## src/periph_settings.svh

```systemverilog
/*
 * Widths, address map and register offsets of the peripheral subsystem.
 * Included by the package and by every block that decodes addresses or offsets.
 */
`ifndef PERIPH_SETTINGS_SVH
`define PERIPH_SETTINGS_SVH

`define PERIPH_ADDR_W        32
`define PERIPH_DATA_W        32
`define PERIPH_GPIO_W        16
`define PERIPH_CORE_INTR_W   8
`define PERIPH_IRQ_SRC_N     16

`define PERIPH_GPIO_BASE     32'h2000_0000
`define PERIPH_IRQ_BASE      32'h2000_1000
`define PERIPH_WIN_SIZE      32'h0000_0100

// GPIO register offsets
`define GPIO_DIR_OFS         8'h00
`define GPIO_OUT_OFS         8'h04
`define GPIO_IN_OFS          8'h08
`define GPIO_INTR_EN_OFS     8'h0C
`define GPIO_INTR_STAT_OFS   8'h10

// Interrupt controller register offsets
`define IRQ_ENABLE_OFS       8'h00
`define IRQ_PENDING_OFS      8'h04
`define IRQ_CLAIM_OFS        8'h08

`endif

```

## src/periph_pkg.sv

```systemverilog
/*
 * Shared types of the peripheral subsystem: bus fields, pin and
 * interrupt vectors, and the access target selected by the address decoder.
 */
`include "periph_settings.svh"

package periph_pkg;

  typedef logic [`PERIPH_ADDR_W-1:0] addr_t;
  typedef logic [`PERIPH_DATA_W-1:0] data_t;
  typedef logic [`PERIPH_DATA_W/8-1:0] be_t;

  // Byte offset inside one peripheral window
  typedef logic [$clog2(`PERIPH_WIN_SIZE)-1:0] reg_ofs_t;

  // One bit per GPIO pin
  typedef logic [`PERIPH_GPIO_W-1:0] gpio_t;

  // One bit per interrupt source, ID 0 never fires
  typedef logic [`PERIPH_IRQ_SRC_N-1:0] irq_src_t;
  typedef logic [$clog2(`PERIPH_IRQ_SRC_N)-1:0] irq_id_t;

  typedef enum logic [1:0] {
    TARGET_NONE,
    TARGET_GPIO,
    TARGET_IRQ
  } target_e;

endpackage

```

## src/periph_req_decode.sv

```systemverilog
/*
 * Request stage: grants master requests, decodes the address against the
 * two peripheral windows and holds the access for one cycle.
 */
`include "periph_settings.svh"

module periph_req_decode (
  input  logic                  clk_i,
  input  logic                  reset_i,
  input  logic                  req_i,
  input  periph_pkg::addr_t     addr_i,
  input  logic                  we_i,
  input  periph_pkg::be_t       be_i,
  input  periph_pkg::data_t     wdata_i,
  output logic                  gnt_o,
  output logic                  acc_valid_o,
  output periph_pkg::target_e   acc_target_o,
  output logic                  gpio_acc_o,
  output logic                  irq_acc_o,
  output logic                  acc_we_o,
  output periph_pkg::reg_ofs_t  acc_ofs_o,
  output periph_pkg::data_t     acc_wdata_o,
  output periph_pkg::be_t       acc_be_o
);

  logic                 accept;
  periph_pkg::addr_t    gpio_rel;
  periph_pkg::addr_t    irq_rel;
  periph_pkg::target_e  dec_target;

  logic                 acc_valid_q;
  periph_pkg::target_e  acc_target_q;

  // No back-pressure, every request is taken once out of reset
  assign gnt_o  = req_i & ~reset_i;
  assign accept = req_i & gnt_o;

  // Window match by offset from each base
  assign gpio_rel = addr_i - periph_pkg::addr_t'(`PERIPH_GPIO_BASE);
  assign irq_rel  = addr_i - periph_pkg::addr_t'(`PERIPH_IRQ_BASE);

  always_comb begin
    if (gpio_rel < periph_pkg::addr_t'(`PERIPH_WIN_SIZE)) begin
      dec_target = periph_pkg::TARGET_GPIO;
    end else if (irq_rel < periph_pkg::addr_t'(`PERIPH_WIN_SIZE)) begin
      dec_target = periph_pkg::TARGET_IRQ;
    end else begin
      dec_target = periph_pkg::TARGET_NONE;
    end
  end

  always_ff @(posedge clk_i) begin
    if (reset_i) begin
      acc_valid_q  <= 1'b0;
      acc_target_q <= periph_pkg::TARGET_NONE;
    end else begin
      acc_valid_q  <= accept;
      acc_target_q <= dec_target;
    end
  end

  always_ff @(posedge clk_i) begin
    if (accept) begin
      acc_we_o    <= we_i;
      acc_ofs_o   <= periph_pkg::reg_ofs_t'(addr_i);
      acc_wdata_o <= wdata_i;
      acc_be_o    <= be_i;
    end
  end

  assign acc_valid_o  = acc_valid_q;
  assign acc_target_o = acc_target_q;
  assign gpio_acc_o   = acc_valid_q && (acc_target_q == periph_pkg::TARGET_GPIO);
  assign irq_acc_o    = acc_valid_q && (acc_target_q == periph_pkg::TARGET_IRQ);

  // Only one register block sees an access at a time
  a_one_target: assert property (@(posedge clk_i) disable iff (reset_i)
    !(gpio_acc_o && irq_acc_o));

endmodule

```

## src/gpio_bank.sv

```systemverilog
/*
 * GPIO bank: direction and output registers, synchronized inputs and
 * rising-edge interrupt status with a per-pin enable.
 */
`include "periph_settings.svh"

module gpio_bank (
  input  logic                  clk_i,
  input  logic                  reset_i,
  input  logic                  acc_i,
  input  logic                  we_i,
  input  periph_pkg::reg_ofs_t  ofs_i,
  input  periph_pkg::data_t     wdata_i,
  input  periph_pkg::be_t       be_i,
  input  periph_pkg::gpio_t     gpio_i,
  output periph_pkg::data_t     rdata_o,
  output periph_pkg::gpio_t     gpio_o,
  output periph_pkg::gpio_t     gpio_oe_o,
  output periph_pkg::gpio_t     gpio_intr_o
);

  logic               wr;
  periph_pkg::gpio_t  lane_mask;
  periph_pkg::gpio_t  wdata_pins;
  periph_pkg::gpio_t  rise;
  periph_pkg::gpio_t  stat_clr;

  periph_pkg::gpio_t  dir_q;
  periph_pkg::gpio_t  out_q;
  periph_pkg::gpio_t  intr_en_q;
  periph_pkg::gpio_t  intr_stat_q;
  periph_pkg::gpio_t  sync1_q;
  periph_pkg::gpio_t  sync2_q;
  periph_pkg::gpio_t  prev_q;

  assign wr         = acc_i & we_i;
  assign lane_mask  = {{8{be_i[1]}}, {8{be_i[0]}}};
  assign wdata_pins = periph_pkg::gpio_t'(wdata_i);

  // Edge seen on the synchronized value
  assign rise = sync2_q & ~prev_q;

  assign stat_clr = (wr && ofs_i == `GPIO_INTR_STAT_OFS) ? (wdata_pins & lane_mask) : '0;

  always_ff @(posedge clk_i) begin
    if (reset_i) begin
      dir_q       <= '0;
      out_q       <= '0;
      intr_en_q   <= '0;
      intr_stat_q <= '0;
      sync1_q     <= '0;
      sync2_q     <= '0;
      prev_q      <= '0;
    end else begin
      sync1_q <= gpio_i;
      sync2_q <= sync1_q;
      prev_q  <= sync2_q;
      if (wr && ofs_i == `GPIO_DIR_OFS) begin
        dir_q <= (dir_q & ~lane_mask) | (wdata_pins & lane_mask);
      end
      if (wr && ofs_i == `GPIO_OUT_OFS) begin
        out_q <= (out_q & ~lane_mask) | (wdata_pins & lane_mask);
      end
      if (wr && ofs_i == `GPIO_INTR_EN_OFS) begin
        intr_en_q <= (intr_en_q & ~lane_mask) | (wdata_pins & lane_mask);
      end
      // A new edge wins over a clear in the same cycle
      intr_stat_q <= (intr_stat_q & ~stat_clr) | rise;
    end
  end

  always_comb begin
    case (ofs_i)
      `GPIO_DIR_OFS:       rdata_o = periph_pkg::data_t'(dir_q);
      `GPIO_OUT_OFS:       rdata_o = periph_pkg::data_t'(out_q);
      `GPIO_IN_OFS:        rdata_o = periph_pkg::data_t'(sync2_q);
      `GPIO_INTR_EN_OFS:   rdata_o = periph_pkg::data_t'(intr_en_q);
      `GPIO_INTR_STAT_OFS: rdata_o = periph_pkg::data_t'(intr_stat_q);
      default:             rdata_o = '0;
    endcase
  end

  assign gpio_o      = out_q;
  assign gpio_oe_o   = dir_q;
  assign gpio_intr_o = intr_stat_q & intr_en_q;

endmodule

```

## src/irq_ctrl.sv

```systemverilog
/*
 * Reduced interrupt controller with enable, pending and claim/complete.
 * Sources are level sensitive, a CLAIM read returns the lowest pending ID.
 */
`include "periph_settings.svh"

module irq_ctrl (
  input  logic                  clk_i,
  input  logic                  reset_i,
  input  logic                  acc_i,
  input  logic                  we_i,
  input  periph_pkg::reg_ofs_t  ofs_i,
  input  periph_pkg::data_t     wdata_i,
  input  periph_pkg::be_t       be_i,
  input  periph_pkg::irq_src_t  src_i,
  output periph_pkg::data_t     rdata_o,
  output logic                  irq_o
);

  logic                  wr;
  periph_pkg::irq_src_t  lane_mask;
  periph_pkg::irq_src_t  enable_d;
  periph_pkg::irq_src_t  cmpl_mask;
  periph_pkg::irq_id_t   cmpl_id;
  periph_pkg::irq_id_t   claim_id;

  periph_pkg::irq_src_t  enable_q;
  periph_pkg::irq_src_t  pending_q;

  assign wr        = acc_i & we_i;
  assign lane_mask = {{8{be_i[1]}}, {8{be_i[0]}}};

  always_comb begin
    enable_d = (enable_q & ~lane_mask) | (periph_pkg::irq_src_t'(wdata_i) & lane_mask);
    // ID 0 means no interrupt and can never be enabled
    enable_d[0] = 1'b0;
  end

  // Completion names the ID in the low byte
  assign cmpl_id   = periph_pkg::irq_id_t'(wdata_i);
  assign cmpl_mask = (wr && be_i[0] && ofs_i == `IRQ_CLAIM_OFS) ?
                     (periph_pkg::irq_src_t'(1) << cmpl_id) : '0;

  always_ff @(posedge clk_i) begin
    if (reset_i) begin
      enable_q  <= '0;
      pending_q <= '0;
    end else begin
      if (wr && ofs_i == `IRQ_ENABLE_OFS) begin
        enable_q <= enable_d;
      end
      // A source still asserted keeps its pending bit through completion
      pending_q <= (pending_q & ~cmpl_mask) | (src_i & enable_q);
    end
  end

  // Lowest pending ID has priority
  always_comb begin
    claim_id = '0;
    for (int i = `PERIPH_IRQ_SRC_N - 1; i > 0; i--) begin
      if (pending_q[i]) begin
        claim_id = periph_pkg::irq_id_t'(i);
      end
    end
  end

  always_comb begin
    case (ofs_i)
      `IRQ_ENABLE_OFS:  rdata_o = periph_pkg::data_t'(enable_q);
      `IRQ_PENDING_OFS: rdata_o = periph_pkg::data_t'(pending_q);
      `IRQ_CLAIM_OFS:   rdata_o = periph_pkg::data_t'(claim_id);
      default:          rdata_o = '0;
    endcase
  end

  assign irq_o = |pending_q;

  // Whenever the core is interrupted there is something to claim
  a_irq_has_id: assert property (@(posedge clk_i) disable iff (reset_i)
    irq_o |-> claim_id != '0);

endmodule

```

## src/periph_resp.sv

```systemverilog
/*
 * Response stage: picks the read data of the accessed block, flags a
 * decode error and returns one rvalid pulse per access.
 */
module periph_resp (
  input  logic                 clk_i,
  input  logic                 reset_i,
  input  logic                 acc_valid_i,
  input  periph_pkg::target_e  acc_target_i,
  input  periph_pkg::data_t    gpio_rdata_i,
  input  periph_pkg::data_t    irq_rdata_i,
  output logic                 rvalid_o,
  output periph_pkg::data_t    rdata_o,
  output logic                 err_o
);

  periph_pkg::data_t  rdata_sel;

  always_comb begin
    case (acc_target_i)
      periph_pkg::TARGET_GPIO: rdata_sel = gpio_rdata_i;
      periph_pkg::TARGET_IRQ:  rdata_sel = irq_rdata_i;
      default:                 rdata_sel = '0;
    endcase
  end

  always_ff @(posedge clk_i) begin
    if (reset_i) begin
      rvalid_o <= 1'b0;
      err_o    <= 1'b0;
    end else begin
      rvalid_o <= acc_valid_i;
      err_o    <= acc_valid_i && (acc_target_i == periph_pkg::TARGET_NONE);
    end
  end

  always_ff @(posedge clk_i) begin
    if (acc_valid_i) begin
      rdata_o <= rdata_sel;
    end
  end

  a_rvalid_after_access: assert property (@(posedge clk_i) disable iff (reset_i)
    rvalid_o |-> $past(acc_valid_i));

endmodule

```

## src/periph_subsystem.sv

```systemverilog
/*
 * Peripheral subsystem top: bus request, GPIO bank, interrupt controller
 * and response stage, plus routing of the interrupt lines.
 */
`include "periph_settings.svh"

module periph_subsystem (
  input  logic                           clk_i,
  input  logic                           reset_i,
  input  logic                           req_i,
  input  periph_pkg::addr_t              addr_i,
  input  logic                           we_i,
  input  periph_pkg::be_t                be_i,
  input  periph_pkg::data_t              wdata_i,
  input  periph_pkg::gpio_t              gpio_i,
  input  logic [1:0]                     ext_intr_i,
  output logic                           gnt_o,
  output logic                           rvalid_o,
  output periph_pkg::data_t              rdata_o,
  output logic                           err_o,
  output periph_pkg::gpio_t              gpio_o,
  output periph_pkg::gpio_t              gpio_oe_o,
  output logic [`PERIPH_CORE_INTR_W-1:0] gpio_intr_o,
  output logic                           irq_o
);

  logic                  acc_valid;
  periph_pkg::target_e   acc_target;
  logic                  gpio_acc;
  logic                  irq_acc;
  logic                  acc_we;
  periph_pkg::reg_ofs_t  acc_ofs;
  periph_pkg::data_t     acc_wdata;
  periph_pkg::be_t       acc_be;
  periph_pkg::data_t     gpio_rdata;
  periph_pkg::data_t     irq_rdata;
  periph_pkg::gpio_t     gpio_intr;
  periph_pkg::irq_src_t  irq_src;

  periph_req_decode periph_req_decode_i (
    .clk_i, .reset_i, .req_i, .addr_i, .we_i, .be_i, .wdata_i, .gnt_o,
    .acc_valid_o(acc_valid), .acc_target_o(acc_target),
    .gpio_acc_o(gpio_acc), .irq_acc_o(irq_acc), .acc_we_o(acc_we),
    .acc_ofs_o(acc_ofs), .acc_wdata_o(acc_wdata), .acc_be_o(acc_be)
  );

  gpio_bank gpio_bank_i (
    .clk_i, .reset_i, .acc_i(gpio_acc), .we_i(acc_we), .ofs_i(acc_ofs),
    .wdata_i(acc_wdata), .be_i(acc_be), .gpio_i, .rdata_o(gpio_rdata),
    .gpio_o, .gpio_oe_o, .gpio_intr_o(gpio_intr)
  );

  // Low pins go straight to the core, the rest through the controller
  assign gpio_intr_o = gpio_intr[`PERIPH_CORE_INTR_W-1:0];
  // ID 0 reserved, IDs 1-8 pins 8-15, IDs 9-10 external lines, IDs 11-15 unused
  assign irq_src = {5'b0, ext_intr_i, gpio_intr[`PERIPH_GPIO_W-1:`PERIPH_CORE_INTR_W], 1'b0};

  irq_ctrl irq_ctrl_i (
    .clk_i, .reset_i, .acc_i(irq_acc), .we_i(acc_we), .ofs_i(acc_ofs),
    .wdata_i(acc_wdata), .be_i(acc_be), .src_i(irq_src),
    .rdata_o(irq_rdata), .irq_o
  );

  periph_resp periph_resp_i (
    .clk_i, .reset_i, .acc_valid_i(acc_valid), .acc_target_i(acc_target),
    .gpio_rdata_i(gpio_rdata), .irq_rdata_i(irq_rdata),
    .rvalid_o, .rdata_o, .err_o
  );

endmodule

```

## config.mk

```make
export PLATFORM = sky130hd
export DESIGN_NAME = periph_subsystem
export DESIGN_NICKNAME = d
export VERILOG_FILES = /design/src/periph_pkg.sv /design/src/periph_req_decode.sv /design/src/gpio_bank.sv /design/src/irq_ctrl.sv /design/src/periph_resp.sv /design/src/periph_subsystem.sv
export VERILOG_INCLUDE_DIRS = /design/src
export SDC_FILE = /design/constraint.sdc
export NUM_CORES = 1
export LEC_CHECK = 0
export ABC_AREA = 1
export BUFFER_PORTS_ARGS = -buffer_cell sky130_fd_sc_hd__buf_4
export CORE_UTILIZATION = 47
export DETAILED_ROUTE_END_ITERATION = 6
export GPL_TIMING_DRIVEN = 1
export PLACE_DENSITY = 0.76
export RECOVER_POWER = 50
export SETUP_SLACK_MARGIN = 0.2
export SYNTH_ARGS = -nofsm -noshare
export SYNTH_HDL_FRONTEND = slang
export SYNTH_SLANG_ARGS = --single-unit
```

## constraint.sdc

```tcl
create_clock -name clk_i -period 5.95 [get_ports clk_i]
set_input_delay 1.19 -clock clk_i [delete_from_list [all_inputs] [get_ports clk_i]]
set_output_delay 1.19 -clock clk_i [all_outputs]
set_load 0.03 [all_outputs]
```

==> results of run 1 <==
[cells in the final DEF, fill, tap and decap left out, types with 5 or more instances in the layout]
cell type  netlist  routed
o31ai_1          5       5
ha_1             5       5
o221ai_1        15      15
clkbuf_1        26      29
o311ai_0         6       6
o22ai_1         17      17
conb_1           1      16
nor4_1           6       6
inv_1          158     157
dfxtp_1        148     148
o21ai_0         76      76
clkinv_2         1       5
nor2_1         101     100
nand3_1         43      43
clkbuf_4         0      28
clkbuf_16        0      18
inv_2            5       6
nand2_1         90      90
edfxtp_1        43      43
buf_4           17      77
a21oi_1        113     113
nand4_1          8       8
[cell type report]
type                    instances  area, um2
flip-flops and latches        191       4250
clock buffers                  20        468
clock inverters                12        130
repair buffers                133        893
inverters                     164        617
well taps                     216        270
fillers                      1489       6770
multi-input cells             535       2710
[logic make-up (layout without fill, tap and decap cells)]
kind of cell | after synthesis | count (layout) | synth area share [%]
simple gates | 268 | 268 | 15.2
compound gates | 245 | 245 | 17.5
buf+inv | 225 | 329 | 12.3
flops | 191 | 191 | 54.0
fa+ha+maj | 5 | 5 | 0.795
other cells | 1 | 16 | 0.0476
xor+xnor | 1 | 1 | 0.111
[critical path: cells and delay by family]
kind / cells / cell delay (ns)
and+or+nand+nor: 1 / 0.08
buffers and inverters: 4 / 1.68
[cells in the mapped netlist, types with 3 or more instances]
cell,count
o21ai_0,76
inv_2,5
o31ai_1,5
buf_4,17
a221oi_1,4
edfxtp_1,43
inv_1,158
o22ai_1,17
dfxtp_1,148
nor4_1,6
nand3_1,43
buf_2,12
nor2_1,101
ha_1,5
a21oi_1,113
nand2_1,90
o221ai_1,15
o311ai_0,6
nor3_1,4
nand3_2,3
clkbuf_1,26
buf_6,4
nand4_1,8
[worst max path at each step]
stage                            to  slack [ns]  cells after the start
final                         gnt_o        1.81                      5
after global routing          gnt_o        1.61                      5
after CTS                     gnt_o        2.73                      5
after detailed placement  flip-flop        2.72                      5
after global placement    flip-flop        2.70                      5
after floorplan               gnt_o        1.49                      4
[per-stage QoR]
stage | hold WS (ns) | instances | utilization [%] | total power, mW | setup slack [ns]
after floorplan | 0.388 | 951 | - | 1.50 | 1.49
after global placement | 0.391 | 1239 | 54.9 | 1.56 | 2.70
after detailed placement | 0.395 | 1239 | 54.9 | 1.56 | 2.72
after CTS | 0.404 | 1271 | 58.6 | 2.70 | 2.73
after global routing | 0.419 | 1271 | 58.0 | 2.76 | 1.61
final | 0.402 | 1271 | 58.0 | 2.68 | 1.81
[routing by layer]
metal | global-route usage, % | vias up | share of wire (%)
met5 | 0 | - | 0
met4 | 9.30 | 0 | 2.6
met3 | 5.25 | 39 | 7.5
met2 | 42.0 | 296 | 48
met1 | 31.8 | 3147 | 42
li1 | - | 3264 | -
[report_power, final]
| group | switching [mW] | internal, mW |
|---|---|---|
| Clock | 0.494 | 0.656 |
| Sequential | 0.0374 | 1.36 |
| Combinational | 0.0832 | 0.0520 |
| Total | 0.615 | 2.07 |
==> metrics, run 1 <==
status complete, but fails checks; violated checks capacitance limit, slew limit; Design Area, Final 0.00935 mm2; global placer's final weighted congestion 0.941; Mean Syn Cell Area 8.41 um2; Hold Vio Cnt, Final 0; CTS tree built; Worst Hold Path EP gpio_bank_i.sync2_q[10]; worst vdd ir 212 uV; # H-tree levels 4; Std-Cell Rows 46; Total Neg Setup Slack 0 ns; top post-synthesis cells by area dfxtp_1 (38%), edfxtp_1 (16%), inv_1 (7.5%); global-route wire length before repair 33.3 mm; Sink Count 191; cell taking the most area after synthesis dfxtp_1; final-stage net count 1,137; Clk pin slew, worst setup/hold paths 0.06 ns; core area 0.0161 mm2; Antenna Nets Post-Route 0; hold path depth 2; total grt overflow 0; gr usage total 25.1%; CTS max path bufs 2; CP Max Fanout 28; leakage power total 3.68 nW; area share of the largest cell type after synthesis 37.6%; worst r2r dst periph_resp_i.rdata_o[7]; pin count of the biggest net entering global routing 87; Worst Path Arrival 2.95 ns; die area 0.0173 mm2; drt first pass iters 6; Ports 166; routed len/inst 16.8 um; RSZ-0062 raised after global routing false; crit-path cells clkbuf_4 > inv_1 > nor2_2 > clkbuf_1 > buf_4; Die X 131 um; DIE HEIGHT 131 um; Synth warnings 0; number of global-route vias before repair 6,317; register area share after synthesis 54.0%; post-DP HPWL 15.0 mm; slowest cell on the critical path clkbuf_1; Yosys reg bits 191; Final period util 69.7%; Worst Max-Slew Pin Slew 1.62 ns; Critical Path Source Type input pin; Hold Startpoint gpio_bank_i.sync1_q[10]; # DRC 0; CP required 4.76 ns; Layout area overhead 18.7%; Worst setup EP type output pin; Yosys cell types 47; Slew Limit Fails 29; placed cell areas 0.00885 mm2; crit path from req_i; Peak Freq 241 MHz; post-CTS resize count 0; final wirelength 21.4 mm; antenna cell count 0; Vias per Instance 5.31; reg2reg path depth 9; Buffers on Ports 131; Iter 0 DRT Violations 647; min-delay worst type reg2reg; ys flop type dfxtp_1; final setup fails 0; r2r setup slk 3.05 ns; Root Buffer clkbuf_16; Post-synth EDFFs 43; total vias in the final route 6,746; worst r2r src periph_req_decode_i.acc_ofs_o[7]; clk_lat worst skew 0.44 ns; initial antenna violation count 0; slew margin rel. -8.20%; Post-CTS Setup Inserts 0; share of layout cells above drive strength 1 15.0%; max_cap viols 1; clk_skew 0.00652 ns; fin crit period 4.14 ns; Post-Syn Area 0.00787 mm2; fraction of registers with async set or reset after synthesis 0%; Initial Util 48.9%; Synth Instances 936; pwr dens 287 mW/mm2; Critical Path Max Stage Delay 1.16 ns; TritonCTS Buffers 17; CP Class in2out; cts hold-fix bufs 0
Note: power is estimated with default switching activity, not from simulation.
==> run 2, diff against run 1 <==
--- a/config.mk
+++ b/config.mk
@@ -6,12 +6,12 @@
 export SDC_FILE = /design/constraint.sdc
 export NUM_CORES = 1
 export LEC_CHECK = 0
-export ABC_AREA = 1
+export ABC_AREA = 0
 export BUFFER_PORTS_ARGS = -buffer_cell sky130_fd_sc_hd__buf_4
 export CORE_UTILIZATION = 47
 export DETAILED_ROUTE_END_ITERATION = 6
 export GPL_TIMING_DRIVEN = 1
-export PLACE_DENSITY = 0.76
+export PLACE_DENSITY = 0.79
 export RECOVER_POWER = 50
 export SETUP_SLACK_MARGIN = 0.2
 export SYNTH_ARGS = -nofsm -noshare
==> constraint.sdc (replaced) <==
create_clock -name clk_i -period 3.7 [get_ports clk_i]
set_input_delay 0.74 -clock clk_i [delete_from_list [all_inputs] [get_ports clk_i]]
set_output_delay 0.74 -clock clk_i [all_outputs]
set_load 0.03 [all_outputs]
==> metrics, run 2 <==
status complete, but fails checks; violated checks capacitance limit, slew limit; Reg power frac 51.7% (-0.4 points); final worst slack 0.737 ns (-1.07 ns); Top delay family on crit path buffers and inverters; share of layout cells above drive strength 1 20.4% (+5.4 points); most numerous cell in the Yosys netlist dfxtp_1; Synth warnings 0 (unchanged); Die X 132 um (+0.41%); Tot Pwr 4.36 mW (+62%); crit-path cells buf_4 > clkbuf_2 > nor2_1; TritonCTS Buffers 17 (unchanged); area share of the largest cell type after synthesis 37.3% (-0.31 points); pin count of the biggest net entering global routing 146 (+68%); worst vdd ir 287 uV (+35%); Layout area overhead 20.2%; final wirelength 19.9 mm (-6.8%); clk_lat worst skew 0.43 ns (about the same); Post-Syn Area 0.00794 mm2 (+0.84%); core area 0.0165 mm2 (+2.5%); Peak Freq 338 MHz; Sink Count 191 (unchanged); fin crit period 2.96 ns; Commonest cells post-synth dfxtp_1 (148), nor2_1 (76), nor2b_1 (67); Hold Vio Cnt, Final 0 (unchanged); Worst Max-Slew Pin Slew 2.90 ns (+1.28 ns); fraction of registers with async set or reset after synthesis 0% (unchanged); Yosys cell types 65 (+38%); CP Max Fanout 145 (+420%); final setup fails 0 (unchanged); main combinational cell family by area after synthesis simple AND/OR/NAND/NOR gates; post-DP HPWL 13.7 mm (-8.5%); Synth Area in XOR/XNOR 0.221% (+0.11 points); Final period util 80.1%; Compound-Gate Fraction of Synth Area 10.4% (-7.2 points); Yosys reg bits 191 (unchanged); reg2reg path depth 6 (-3); Total Neg Setup Slack 0 ns (unchanged); Buffers on Ports 131 (unchanged); fillcell total 1,451 (-2.6%); Post-Synth Adder-Cell Area 0.788% (-0.0066 points); r2r setup slk 0.79 ns (-2.26 ns); pwr dens 457 mW/mm2 (+59%); most common cell after layout, fill and taps aside dfxtp_1; leakage power total 3.83 nW (+3.9%); logic gate share of total power 4.9% (about the same); Std-Cell Rows 47 (+2.2%); global placer's final weighted congestion 0.921 (-2.1%); Critical Path Source Type input pin; Post-synth EDFFs 43 (unchanged); Clk pin slew, worst setup/hold paths 0.07 ns (about the same); top post-synthesis cells by area dfxtp_1 (37%), edfxtp_1 (16%), mux2i_1 (7.9%); Root Buffer clkbuf_16; clk_skew 0.00825 ns (+0.00174 ns); Post-Place Worst Slack 0.962 ns (-1.76 ns); Initial Util 48.1% (-0.81 points); Clk pwr share 43.4% (+0.6 points); drt first pass iters 5 (-1); # DRC 0 (unchanged); # H-tree levels 4 (unchanged); total grt overflow 0 (unchanged); Synth Instances 770 (-18%); RSZ-0062 raised after global routing false; Slew Limit Fails 174 (+500%); max_cap viols 2 (+1); Iter 0 DRT Violations 620 (-4.2%); CP Class in2reg; die area 0.0174 mm2 (+0.83%); routed len/inst 17.7 um (+5.5%); CP Buf/Inv Count 2 (-2); Post-CTS Setup Inserts 0 (unchanged); min-delay worst type reg2reg; Simple-Gate Fraction of Synth Area 21.5% (+6.2 points); post-CTS resize count 0 (unchanged); slowest cell on the critical path clkbuf_2; Critical Path Stages 3 (-2); cell taking the most area after synthesis dfxtp_1; cts hold-fix bufs 0 (unchanged); NetSw 0.967 mW (+57%); most frequent cells in the layout dfxtp_1 (148), buf_4 (86), nor2_1 (76); ys flop type dfxtp_1; global-route wire length before repair 30.9 mm (-7.3%); Antenna Nets Post-Route 0 (unchanged); Sw Ratio 22.2% (-0.72 points); antenna cell count 0 (unchanged); Critical Path Max Stage Delay 1.96 ns (+0.80 ns); Pint 3.39 mW (+64%); number of global-route vias before repair 5,702 (-9.7%); gr usage total 23.2% (-1.9 points); Worst setup EP type flip-flop; CTS tree built; slew margin rel. -93.4% (-85 points); Mean Syn Cell Area 10.3 um2 (+23%); register area share after synthesis 53.6% (-0.45 points); final-stage net count 985 (-13%); total vias in the final route 6,223 (-7.8%); Worst Path Arrival 3.14 ns (+0.19 ns); hold path depth 1 (-1); Vias per Instance 5.54 (+4.4%); initial antenna violation count 0 (unchanged); CP required 3.88 ns (-0.88 ns); Ports 166 (unchanged); DIE HEIGHT 132 um (+0.41%); CTS max path bufs 2 (unchanged); mux cell area share after synthesis 9.22% (+9.2 points)
run 2: cell types whose count changed after synthesis, sizes merged, moves of 8 or more:
cell,change
a21oi,-64
a22oi,+8
and2,+9
inv,-154
mux2,+9
mux2i,+63
nand2,-29
nand3,-9
nor2,-26
nor2b,+67
nor4,+8
o21ai,-66
o221ai,-14
o22ai,-9
run 2: layout make-up:
cell class	count	area, um2	area share [%]
flip-flops and latches	191	4250	44.6
multi-input cells	530	3400	35.6
repair buffers	141	958	10.0
clock buffers	21	503	5.27
well taps	220	275	2.88
clock inverters	11	124	1.30
inverters	9	33.8	0.354
run 2: power by group through the flow:
| stage | clock [mW] | sequential (mW) | combinational [mW] |
|---|---|---|---|
| finish | 1.89 | 2.25 | 0.215 |
| CTS | 1.91 | 2.25 | 0.224 |
| global placement | 0 | 2.30 | 0.219 |
| floorplan | 0 | 2.28 | 0.142 |
| global route | 2.01 | 2.26 | 0.233 |
| detailed placement | 0 | 2.30 | 0.223 |
run 2: worst register-to-register path, delay by kind of cell, from the launching register on:
kind                   cells  cell delay [ns]
and+or+nand+nor            4             1.30
DFF                        1             0.30
muxes                      1             0.30
buffers and inverters      1             0.78
run 2: metal layers:
metal | part of all wire, % | global-route usage (%) | vias up
li1 | - | - | 2954
met1 | 44 | 31.5 | 2918
met5 | 0 | 0 | -
met4 | 2.8 | 9.63 | 0
met2 | 45 | 35.6 | 306
met3 | 7.9 | 5.27 | 45
run 2: cell families (layout without fill, tap and decap cells):
family	count (synthesis)	count (layout)
and+or+nand+nor	311	311
DFF	191	191
AOI/OAI and AO/OA	124	124
muxes	72	72
buffers and inverters	64	182
adders and majority gates	5	5
xor gates and xnor gates	2	2
other	1	16
run 2: path summary, 6_finish.rpt:
check / from / to
max: reset_i / gpio_bank_i.intr_stat_q[8]
min: gpio_bank_i.sync1_q[7] / gpio_bank_i.sync2_q[7]
max reg2reg: periph_req_decode_i.acc_valid_o / flip-flop
min reg2reg: gpio_bank_i.sync1_q[7] / gpio_bank_i.sync2_q[7]
run 2: stage by stage:
| step | hold slack, ns | instances | cell area [um2] | utilization (%) |
|---|---|---|---|---|
| 2_1_floorplan | 0.414 | 785 | 8000 | - |
| 3_3_place_gp | 0.421 | 1091 | 9040 | 54.7 |
| 3_5_place_dp | 0.421 | 1091 | 9040 | 54.7 |
| 4_1_cts | 0.437 | 1123 | 9660 | 58.5 |
| 5_1_grt | 0.452 | 1123 | 9550 | 57.8 |
| 6_report | 0.435 | 1123 | 9550 | 57.8 |
